--- config.mk ---
export PLATFORM = sky130hd
export DESIGN_NAME = power_ctrl
export DESIGN_NICKNAME = d
export VERILOG_FILES = /design/src/source/bus_pkg.sv /design/src/source/ext_map_pkg.sv /design/src/source/power_ctrl.sv
export SDC_FILE = /design/constraint.sdc
export NUM_CORES = 1
export LEC_CHECK = 0
export BUFFER_PORTS_ARGS = -buffer_cell sky130_fd_sc_hd__buf_2
export CORE_UTILIZATION = 24
export CTS_CLUSTER_DIAMETER = 120
export CTS_CLUSTER_SIZE = 8
export DETAILED_ROUTE_END_ITERATION = 16
export GPL_ROUTABILITY_DRIVEN = 1
export PLACE_DENSITY = 0.89
export SKIP_CTS_REPAIR_TIMING = 1
export SKIP_LAST_GASP = 1
export SYNTH_ARGS = -nofsm -noshare
export SYNTH_HDL_FRONTEND = slang
export SYNTH_SLANG_ARGS = --single-unit
--- constraint.sdc ---
create_clock -name clk_i -period 1 [get_ports clk_i]
set_input_delay 0.1 -clock clk_i [delete_from_list [all_inputs] [get_ports clk_i]]
set_output_delay 0.1 -clock clk_i [all_outputs]
set_load 0.02 [all_outputs]
--- src/source/bus_pkg.sv ---
/*
 * Bus protocol types for the external peripheral subsystem
 * Register bus with valid/ready strobes and OBI-style memory bus
 */
`default_nettype none

package bus_pkg;

  // Register bus request
  typedef struct packed {
    logic [31:0] addr;
    logic        write;
    logic [31:0] wdata;
    logic [3:0]  wstrb;
    logic        valid;
  } reg_req_t;

  typedef struct packed {
    logic [31:0] rdata;
    logic        error;
    logic        ready;
  } reg_rsp_t;

  // Memory bus with req/gnt then rvalid
  typedef struct packed {
    logic        req;
    logic        we;
    logic [3:0]  be;
    logic [31:0] addr;
    logic [31:0] wdata;
  } obi_req_t;

  typedef struct packed {
    logic        gnt;
    logic        rvalid;
    logic [31:0] rdata;
  } obi_resp_t;

endpackage

`default_nettype wire

--- src/source/ext_map_pkg.sv ---
/*
 * Address map of the external register peripherals
 * Port indices, address rules and register offsets
 */
`default_nettype none

package ext_map_pkg;

  localparam int unsigned EXT_NPERIPHERALS = 2;
  localparam int unsigned EXT_SEL_WIDTH = 1;

  localparam int unsigned GPIO_CNT_IDX = 0;
  localparam int unsigned POWER_CTRL_IDX = 1;

  // End address is exclusive
  typedef struct packed {
    logic [EXT_SEL_WIDTH-1:0] idx;
    logic [31:0]              start_addr;
    logic [31:0]              end_addr;
  } addr_rule_t;

  localparam addr_rule_t EXT_ADDR_RULES [EXT_NPERIPHERALS] = '{
    '{idx: EXT_SEL_WIDTH'(GPIO_CNT_IDX), start_addr: 32'h0000_0000, end_addr: 32'h0000_1000},
    '{idx: EXT_SEL_WIDTH'(POWER_CTRL_IDX), start_addr: 32'h0000_1000, end_addr: 32'h0000_2000}
  };

  // Edge counter registers decoded on addr[3:2]
  localparam logic [3:0] CNT_CTRL_OFS = 4'h0;
  localparam logic [3:0] CNT_MAX_OFS = 4'h4;
  localparam logic [3:0] CNT_VALUE_OFS = 4'h8;

  // Power controller registers
  localparam logic [3:0] PWR_SWITCH_OFS = 4'h0;
  localparam logic [3:0] PWR_STATUS_OFS = 4'h4;

endpackage

`default_nettype wire

--- src/source/power_ctrl.sv ---
/*
 * Power domain controller
 * Drives switch, isolation and reset per domain from a switch register
 */
`default_nettype none

module power_ctrl
  import bus_pkg::*;
  import ext_map_pkg::*;
#(
  parameter int unsigned NUM_DOMAINS = 2
) (
  input  logic                   clk_i,
  input  logic                   rst_n_i,
  input  reg_req_t               reg_req_i,
  output reg_rsp_t               reg_rsp_o,
  input  logic [NUM_DOMAINS-1:0] pg_ack_i,
  output logic [NUM_DOMAINS-1:0] pg_switch_o,
  output logic [NUM_DOMAINS-1:0] pg_iso_o,
  output logic [NUM_DOMAINS-1:0] pg_rst_n_o
);

  typedef enum logic [1:0] {
    PD_OFF,
    PD_WAIT_ACK,
    PD_ON
  } pd_state_e;

  pd_state_e [NUM_DOMAINS-1:0] state_q;
  logic [NUM_DOMAINS-1:0]      sw_q;
  logic                        wr_en;
  logic [1:0]                  reg_sel;

  assign reg_sel = reg_req_i.addr[3:2];
  assign wr_en = reg_req_i.valid & reg_req_i.write;

  always_ff @(posedge clk_i) begin
    if (!rst_n_i) begin
      sw_q <= '0;
      pg_switch_o <= '0;
      for (int unsigned d = 0; d < NUM_DOMAINS; d++) begin
        state_q[d] <= PD_OFF;
      end
    end else begin
      if (wr_en && reg_sel == PWR_SWITCH_OFS[3:2]) begin
        sw_q <= reg_req_i.wdata[NUM_DOMAINS-1:0];
      end
      pg_switch_o <= sw_q;
      // Sequencer steps on the same edge the switch output moves
      for (int unsigned d = 0; d < NUM_DOMAINS; d++) begin
        case (state_q[d])
          PD_OFF: if (sw_q[d]) state_q[d] <= PD_WAIT_ACK;
          PD_WAIT_ACK: begin
            if (!sw_q[d]) begin
              state_q[d] <= PD_OFF;
            end else if (pg_ack_i[d]) begin
              state_q[d] <= PD_ON;
            end
          end
          PD_ON: if (!sw_q[d]) state_q[d] <= PD_OFF;
          default: state_q[d] <= PD_OFF;
        endcase
      end
    end
  end

  always_comb begin
    for (int unsigned d = 0; d < NUM_DOMAINS; d++) begin
      pg_iso_o[d] = (state_q[d] != PD_ON);
      pg_rst_n_o[d] = (state_q[d] == PD_ON);
    end
  end

  // Status has acks from bit 0 and isolation from bit 16
  always_comb begin
    reg_rsp_o.ready = 1'b1;
    reg_rsp_o.error = 1'b0;
    reg_rsp_o.rdata = '0;
    if (reg_sel == PWR_SWITCH_OFS[3:2]) begin
      reg_rsp_o.rdata[NUM_DOMAINS-1:0] = sw_q;
    end else if (reg_sel == PWR_STATUS_OFS[3:2]) begin
      reg_rsp_o.rdata[NUM_DOMAINS-1:0] = pg_ack_i;
      reg_rsp_o.rdata[16+:NUM_DOMAINS] = pg_iso_o;
    end
  end

endmodule

`default_nettype wire

==> Yosys cells after proc, flatten, opt, wreduce, memory -nomap -nowiden <==
Cells that the tools add are included.
W data, S select, Z words.
{ "word_totals": {"regBits": 8, "inputBits": 74, "output_inout_bits": 40, "word_cells": 38} }
{ "op_classes": {"n_eq_ne": 13, "mux": 14, "bitwise_logic": 1, "n_reduce_logical": 6} }
{ "ops": {"columns": ["cell", "n"], "rows": [
  ["$mux W2", 12],
  ["$ne A2 B2 Y1 const B", 6],
  ["$pmux W2 S3", 2],
  ["$eq A2 B1 Y1 const B", 3],
  ["$logic_not A2 Y1", 3],
  ["$ne A3 B3 Y1 const B", 2],
  ["$reduce_and A3 Y1", 2],
  ["$eq A2 B2 Y1 const B", 2],
  ["$and A1 B1 Y1", 1],
  ["$logic_and A1 B1 Y1", 1]
]} }

==> Depth between registers and ports, before layout <==
Gate-level depths: netlist of the first run.
{ "depth": {"depth_word": 3, "mapped_depth": 3, "ltp_nobuf": 3} }

==> Worst setup path after synthesis of the first run <==
OpenSTA, ideal clock, no wires.
{ "synth_path": {"path_type": "register to output", "startpoint": "reg state_q[0] (netlist name)", "endpoint": "out reg_rsp_o[18] (netlist name)", "t_arrival_ns": 0.919, "t_required_ns": 0.900, "setup_slack_ns": -0.019, "stages_incl_launch_ff": 3, "path_buffers": 0, "cell_sequence": "dfxtp_1 > and2b_1 > nor2_1"} }
{ "synth_rtl": {"columns": ["item", "line", "text"], "rows": [
  ["start, declared", "power_ctrl.sv:29", "pd_state_e [NUM_DOMAINS-1:0] state_q;"],
  ["start signal, assigned by index", "power_ctrl.sv:42", "state_q[d] <= PD_OFF;"],
  ["start signal, assigned by index", "power_ctrl.sv:52", "PD_OFF: if (sw_q[d]) state_q[d] <= PD_WAIT_ACK;"],
  ["start signal, assigned by index", "power_ctrl.sv:55", "state_q[d] <= PD_OFF;"],
  ["end, declared", "power_ctrl.sv:16", "output reg_rsp_t reg_rsp_o,"]
]} }

==> impl_metrics.ini, run 1 <==
[pwr]
power_density_mw_per_mm2 = 1150
vdd.ir_drop.worst_mv = 0.555
power.leakage_nw = 0.353
power_mw = 0.742

[cells_and_area]
layout_common_cells = conb_1, buf_2, buf_4, dfxtp_1
multiInputGateArea_sq_um = 268
seqCellArea_sq_um = 164
final_layout_size_suffix_gt1_share_pct = 38.6
final_cell_count_no_fill = 116
diodes = 0
fill_cells = 249
layout-area-overhead-vs-synth_pct = 16.4
final_common_cell = conb_1
nets = 164

[critical_path]
critPathRequiredTime_ns = 0.90
crit_path_max_fanout = 3
start_kind = register
crit_type = reg2out
end_kind = output port
cp.arrival_ns = 1.03
r2r_end = state_q[3]$_SDFFE_PN0P_
r2r_start = state_q[2]$_SDFFE_PN0P_
regToRegSetupSlack_ns = 0.11
reg2reg_depth = 4

[synthesis]
synth_cells = 66
yosys_warnings = 0
syn_area_sq_um = 556
synth_seq_cells = 8
synth.yosys.seq_area_share_pct = 28.8
synth.avg_cell_area_sq_um = 8.42
yosys.cell_types.count = 14

[die]
fp.dieArea_sq_mm = 0.00251
core_sq_mm = 0.00219
die_h_microns = 50.1
start_util_pct = 25.4
fp.dieW_microns = 50.1
boundaryPins = 114
row_count = 17

[worst_hold_path]
hold_path_depth = 2
holdPathEnd = state_q[0]$_SDFFE_PN0P_
hold_class = in2reg
worstHoldStart = pg_ack_i[0]

[clock_tree]
cts_buffers = 3
cts.path.max_buffers = 2
clock_sink_count = 8
htree_levels = 1
insertion_delay_ns = 0.25
cts_root_buf = clkbuf_4
clkTransAtPathRegs_ns = 0.05
tritoncts = built

[drt]
detail_route.wl_per_cell_microns = 7.55
vias = 403
drt_iter0_drc = 2
viasPerCell = 3.47
drc_errors = 0
drt_wl_total_microns = 876
dr.pass1.iters = 2
ant_nets = 0

[grt]
antenna_found_initial = 0
gr-usage-met1_pct = 5.70
grt.met2_usage_pct = 12.9
overflow = 0
grtUsageTotal_pct = 7.20
grtUsageMet3_pct = 1.85
busiest_layer = met2
grt_start_max_net_pins = 5
grt_pass1_wl_mm = 1.24
grt_pass1_vias = 292

[timing]
hold_viol_final = 0
clock.fmax_ghz = 0.884
fin_ws_ns = -0.131
fin_crit_ns = 1.13
rsz0062_at_grt = yes
fin_crit_sh_pct = 113
fin_skew_ns = 0.000155
setup_viol = 6
slew_viol_final = 0

[placement]
dp_cells = 111
port_buffers = 19
gp_congestion = 0.640
hpwl_microns = 697

[outcome]
run_status = finished with violations
failed_checks = negative setup slack

[run]
maxCapViolations = 0
## critical path: stages, from the launching register on
cell and delay [ns]:
dfxtp_2 0.33, and2b_2 0.24, nor2_2 0.09, buf_6 0.12
## sequential cells by signal (all words and copies together) (netlist names)
register / cells
sw_q: 2
state_q: 4
pg_switch_o: 2
## cell type report
class                           count  area share (%)
Tap cell                           28            5.42
Sequential cell                     8            25.3
Timing Repair Buffer               21            22.1
Inverter                            4            2.32
Clock buffer                        3            3.48
Multi-Input combinational cell     52            41.4
## power breakdown
part           leakage [nW]  switching, mW  internal (mW)
clock network        0.0138          0.106          0.137
registers            0.0661        0.00169          0.323
logic                 0.273          0.136         0.0387
total                 0.353          0.243          0.499
## synth_stat cells, drive strengths merged
master  instances  area (sq um)
a21oi           2          10.0
dfxtp           8           160
and2b           2          15.0
mux2i           4          40.0
nand3b          2          15.0
nand2b          1          6.26
nand2           4          15.0
nor2            4          15.0
buf            30           225
and4bb          1          16.3
inv             4          15.0
a211oi          2          15.0
conb            2          7.51
## stage by stage
stage | setup TNS, ns | setup slack (ns) | cell area, sq um | hold WS, ns | utilization (%)
CTS | -0.886 | -0.191 | 593 | 0.0584 | 27.1
finish | -0.598 | -0.131 | 647 | 0.0598 | 29.5
global placement | 0 | 0.0958 | 571 | 0.318 | 26.0
floorplan | 0 | 0.0549 | 666 | 0.198 | -
detailed placement | 0 | 0.0901 | 571 | 0.325 | 26.0
global route | -0.976 | -0.179 | 647 | 0.0506 | 29.5
## how the worst max path moves through the flow
| stage | start | endpoint | slack [ns] | depth (start not counted) |
|---|---|---|---|---|
| detailed placement | state_q[0]$_SDFFE_PN0P_ | reg_rsp_o[18] | 0.09 | 3 |
| CTS | state_q[0]$_SDFFE_PN0P_ | reg_rsp_o[18] | -0.19 | 3 |
| global placement | state_q[2]$_SDFFE_PN0P_ | reg_rsp_o[19] | 0.1 | 3 |
| global route | state_q[0]$_SDFFE_PN0P_ | reg_rsp_o[18] | -0.18 | 3 |
| finish | state_q[2]$_SDFFE_PN0P_ | reg_rsp_o[19] | -0.13 | 3 |
| floorplan | state_q[0]$_SDFFE_PN0P_ | reg_rsp_o[18] | 0.05 | 2 |
## cells by family (layout without fill, tap and decap cells)
family	after synthesis	in the layout	synth area share [%]
other	2	30	1.35
buffers and inverters	34	28	43.2
muxes	4	4	7.21
AOI/OAI and AO/OA	4	4	4.50
DFF	8	8	28.8
and+or+nand+nor	14	14	14.9
## layer usage
metal / up-vias / part of all wire, % / routed length [microns]
li1: 193 / - / -
met1: 175 / 37 / 321
met2: 31 / 52 / 455
met3: 4 / 8.2 / 72
met4: 0 / 3.1 / 27
met5: - / 0 / 0
Note: power is estimated with default switching activity, not from simulation.
==> inputs of run 2 (changes only) <==
--- a/config.mk
+++ b/config.mk
@@ -5,13 +5,14 @@
 export SDC_FILE = /design/constraint.sdc
 export NUM_CORES = 1
 export LEC_CHECK = 0
-export BUFFER_PORTS_ARGS = -buffer_cell sky130_fd_sc_hd__buf_2
-export CORE_UTILIZATION = 24
+export CORE_AREA = 2 2 44 46
 export CTS_CLUSTER_DIAMETER = 120
 export CTS_CLUSTER_SIZE = 8
 export DETAILED_ROUTE_END_ITERATION = 16
+export DIE_AREA = 0 0 46 48
+export DONT_BUFFER_PORTS = 1
 export GPL_ROUTABILITY_DRIVEN = 1
-export PLACE_DENSITY = 0.89
+export PLACE_DENSITY = 0.56
 export SKIP_CTS_REPAIR_TIMING = 1
 export SKIP_LAST_GASP = 1
 export SYNTH_ARGS = -nofsm -noshare
==> run 2 against run 1 <==
Effect of this change:
- the flow still finishes with violations (negative setup slack)
- worst hold slack got worse by 0.050 ns
- sequential power is essentially flat
- final cell count decreased by 21%
- clock power shrank 7%
- global-route usage decreased by 0.68 points
- maximum frequency is 2.9% higher
- utilization increased by 4.5 points
- combinational power is 14% lower
- final area decreased by 11%
- sequential share of layout area grew 3.0 points
- critical path depth unchanged
- critical endpoint is now pg_iso_o[0]
- largest power group unchanged
==> impl_metrics.ini, run 2 (synthesis gave the netlist of run 1 again) <==
[timing]
fin_hold_ws_ns = 0.00945
fin_skew_ns = 0.000203
clock.fmax_ghz = 0.910
slew_viol_final = 0
rsz0062_at_grt = yes
fin_ws_ns = -0.0987
setup_viol = 6
hold_viol_final = 0
fin_crit_sh_pct = 110
fin_crit_ns = 1.10

[clock_tree]
clkTransAtPathRegs_ns = 0.05
tritoncts = built
clock_sink_count = 8
htree_levels = 1
cts_root_buf = clkbuf_4
cts.path.max_buffers = 2
insertion_delay_ns = 0.24
cts_buffers = 3

[cells_and_area]
layout_common_cells = conb_1, dfxtp_1, mux2i_1, nand2_1, buf_4
post-route-util_pct = 34.0
layout-area-overhead-vs-synth_pct = 3.38
reg_top3 = state_q: 4 flops, pg_switch_o: 2 flops, sw_q: 2 flops
seqCellArea_sq_um = 163
final_common_cell = conb_1
final_layout_size_suffix_gt1_share_pct = 24.0
diodes = 0
fill_cells = 175
fin_area_sq_um = 574
nets = 151
largest_reg_flops = 4
final_cell_count_no_fill = 92
regMostFlops = state_q
multiInputGateArea_sq_um = 278

[grt]
antenna_found_initial = 0
grt_pass1_vias = 236
gr-usage-met1_pct = 7.80
grtUsageTotal_pct = 6.52
busiest_layer = met2
overflow = 0
grt_start_max_net_pins = 5
grt.met2_usage_pct = 9.44
grt_pass1_wl_microns = 966
grtUsageMet3_pct = 1.13

[drt]
ant_nets = 0
dr.pass1.iters = 4
drt_wl_total_microns = 846
viasPerCell = 3.76
drc_errors = 0
detail_route.wl_per_cell_microns = 9.20
drt_iter0_drc = 1
vias = 346

[placement]
port_buffers = 0
dpl_cell_area_sq_um = 499
hpwl_microns = 691
dp_cells = 86
gp_congestion = 0.586

[die]
fp.dieW_microns = 46
fp.dieArea_sq_mm = 0.00221
core_sq_mm = 0.00169
row_count = 15
die_h_microns = 48
boundaryPins = 114
start_util_pct = 32.9

[pwr]
p_sw_share_pct = 31.1
pwr-share-comb_pct = 21.3
power.leakage_nw = 0.296
p_sw_mw = 0.218
vdd.ir_drop.worst_mv = 0.450
power_mw = 0.703
clkPwrFrac_pct = 32.3
p_int_mw = 0.484
pwr-share-seq_pct = 46.5
power_density_mw_per_mm2 = 1220

[critical_path]
start_kind = register
critPathRequiredTime_ns = 0.90
crit_path_max_fanout = 3
regToRegSetupSlack_ns = 0.15
end_kind = output port
cp.arrival_ns = 1.00
crit_type = reg2out

[run]
maxCapViolations = 0

[worst_hold_path]
hold_class = in2reg

[outcome]
failed_checks = negative setup slack
run_status = finished with violations
==> run 2: cell count changes in the layout (fill, tap and decap cells not counted), sizes merged <==
cell	delta
buf	-15
dlygate4sd3	+2
==> run 2: final timing paths <==
kind,startpoint,end,cells past startpoint
setup / recovery,state_q[0]$_SDFFE_PN0P_,pg_iso_o[0],3
hold / removal,reg_req_i[5],sw_q[0]$_SDFFE_PN0P_,2
setup reg to reg,state_q[2]$_SDFFE_PN0P_,state_q[3]$_SDFFE_PN0P_,3
hold reg to reg,state_q[3]$_SDFFE_PN0P_,state_q[2]$_SDFFE_PN0P_,1
==> run 2: area by class of cell <==
| type | instances | share of cell area [%] |
|---|---|---|
| Multi-Input combinational cell | 52 | 48.4 |
| Sequential cell | 8 | 28.3 |
| Timing Repair Buffer | 8 | 12.6 |
| Tap cell | 17 | 3.70 |
| Clock buffer | 3 | 3.92 |
| Inverter | 4 | 3.05 |
==> run 2: metrics by stage <==
stage / worst slack, ns / TNS (ns)
after detailed placement: 0.0986 / 0
after CTS: -0.169 / -0.658
after global placement: 0.115 / 0
after global routing: -0.135 / -0.772
final: -0.0987 / -0.461
after floorplan: 0.0549 / 0
==> run 2: routing by layer <==
layer / up-vias / wire length, microns
met5: - / 0
met4: 0 / 0
met3: 0 / 118
met2: 34 / 413
met1: 144 / 315
li1: 168 / -
==> run 2: critical path, stage by stage, from the launching register on <==
cell,delay (ns)
dfxtp_2,0.33
and2b_2,0.25
inv_2,0.07
buf_6,0.11
==> run 2: power by group through the flow <==
stage / logic (mW) / registers, mW / clock network [mW]
final: 0.149 / 0.326 / 0.227
after global routing: 0.161 / 0.326 / 0.258
after CTS: 0.137 / 0.326 / 0.238
after detailed placement: 0.137 / 0.333 / 0
after global placement: 0.136 / 0.333 / 0
after floorplan: 0.218 / 0.332 / 0
==> inputs of run 3 (changes only) <==
--- a/config.mk
+++ b/config.mk
@@ -12,7 +12,7 @@
 export DIE_AREA = 0 0 46 48
 export DONT_BUFFER_PORTS = 1
 export GPL_ROUTABILITY_DRIVEN = 1
-export PLACE_DENSITY = 0.56
+export PLACE_DENSITY = 0.58
 export SKIP_CTS_REPAIR_TIMING = 1
 export SKIP_LAST_GASP = 1
 export SYNTH_ARGS = -nofsm -noshare
==> constraint.sdc (replaced) <==
create_clock -name clk_i -period 0.95 [get_ports clk_i]
set_input_delay 0.095 -clock clk_i [delete_from_list [all_inputs] [get_ports clk_i]]
set_output_delay 0.095 -clock clk_i [all_outputs]
set_load 0.02 [all_outputs]
==> run 3 against run 2 <==
Effect of this change:
- die area unchanged
- critical path type unchanged
- clock skew about the same
- the run still ends with negative setup slack left
- largest power group unchanged
- worst hold slack worse by 0.0058 ns
- sequential share of layout area down 0.84 points
- highest routed layer unchanged
==> impl_metrics.ini, run 3 (synthesis gave the netlist of run 1 again) <==
[pwr]
power_density_mw_per_mm2 = 1260
power_mw = 0.747
power.leakage_nw = 0.303
vdd.ir_drop.worst_mv = 0.409

[timing]
clock.fmax_ghz = 0.922
hold_viol_final = 0
fin_crit_sh_pct = 114
setup_tns_ns = -0.733
fin_ws_ns = -0.134
fin_crit_ns = 1.08
setup_viol = 8
fin_hold_ws_ns = 0.00367
rsz0062_at_grt = yes
fin_skew_ns = 0.000240
slew_viol_final = 0

[placement]
port_buffers = 0
dp_cells = 86
hpwl_microns = 681
gp_congestion = 0.588

[cells_and_area]
post-route-util_pct = 35.0
layout-area-overhead-vs-synth_pct = 6.53
final_cell_count_no_fill = 94
largest_reg_flops = 4
reg_top3 = state_q: 4 flops, pg_switch_o: 2 flops, sw_q: 2 flops
final_common_cell = conb_1
final_layout_size_suffix_gt1_share_pct = 23.4
seqCellArea_sq_um = 163
layout_common_cells = conb_1, dfxtp_1
fill_cells = 175
multiInputGateArea_sq_um = 278
diodes = 0
nets = 153
regMostFlops = state_q

[die]
start_util_pct = 32.9
boundaryPins = 114
row_count = 15
fp.dieW_microns = 46
fp.dieArea_sq_mm = 0.00221
core_sq_mm = 0.00169
die_h_microns = 48

[drt]
ant_nets = 0
detail_route.wl_per_cell_microns = 8.72
vias = 365
drt_wl_total_microns = 820
viasPerCell = 3.88
drc_errors = 0
dr.pass1.iters = 4
drt_iter0_drc = 5

[critical_path]
crit_path_max_fanout = 3
start_kind = register
end_kind = output port
regToRegSetupSlack_ns = 0.07
critPathTopFamily = flip-flops
critPathRequiredTime_ns = 0.85
cp.arrival_ns = 0.99
path_cells = and2b_2, inv_2, buf_6
crit_type = reg2out
critPathBufInv = 2
critPathSlowestCell = dfxtp_2
crit_path_max_incr_delay_ns = 0.32

[clock_tree]
htree_levels = 1
cts.path.max_buffers = 2
tritoncts = built
insertion_delay_ns = 0.24
clkTransAtPathRegs_ns = 0.05
clock_sink_count = 8
cts_root_buf = clkbuf_4
cts_buffers = 3

[worst_hold_path]
hold_class = in2reg

[grt]
grt_pass1_vias = 262
antenna_found_initial = 0
grt_start_max_net_pins = 5
overflow = 0
grtUsageTotal_pct = 6.75
grt_pass1_wl_microns = 986

[outcome]
run_status = finished with violations
failed_checks = negative setup slack

[run]
maxCapViolations = 0
run 3: changes by cell type in the layout (fill, tap and decap cells not counted):
cell,delta
inv_2,+1
dlygate4sd3_1,+2
inv_4,-1
run 3: worst reg2reg max path: cells and delay by family, from the launching register on:
kind | cells | cell delay [ns]
compound gates | 1 | 0.07
buf+inv | 1 | 0.12
flops | 1 | 0.33
simple gates | 1 | 0.25
run 3: layer usage:
layer	vias up	track usage, %	wire (microns)
li1	172	-	-
met1	155	6.01	252
met2	38	10.6	431
met3	0	3.77	136
met4	0	6.86	0
met5	-	0	0
run 3: worst paths after layout:
kind                                start                       to  cells past startpoint
setup / recovery  state_q[0]$_SDFFE_PN0P_              pg_iso_o[0]                      3
hold / removal                    rst_n_i     sw_q[0]$_SDFFE_PN0P_                      2
setup reg to reg  state_q[2]$_SDFFE_PN0P_  state_q[3]$_SDFFE_PN0P_                      3
hold reg to reg   state_q[3]$_SDFFE_PN0P_  state_q[2]$_SDFFE_PN0P_                      1
run 3: final cells by class:
| type | instances | area share (%) |
|---|---|---|
| timing repair buffer | 10 | 15.6 |
| inverter | 4 | 2.54 |
| clock buffer | 3 | 3.81 |
| multi-input combinational | 52 | 46.9 |
| tap | 17 | 3.59 |
| sequential | 8 | 27.5 |
run 3: stage by stage:
| stage | setup WS (ns) | cell area (sq um) |
|---|---|---|
| 2_1_floorplan | 0.00531 | 666 |
| 4_1_cts | -0.225 | 522 |
| 3_3_place_gp | 0.0691 | 499 |
| 6_report | -0.134 | 592 |
| 3_5_place_dp | 0.0491 | 499 |
| 5_1_grt | -0.172 | 592 |
run 3: where the power goes:
part / internal [mW] / total [mW] / switching [mW]
Clock: 0.143 / 0.241 / 0.0975
Combinational: 0.0314 / 0.163 / 0.131
Sequential: 0.341 / 0.344 / 0.00296
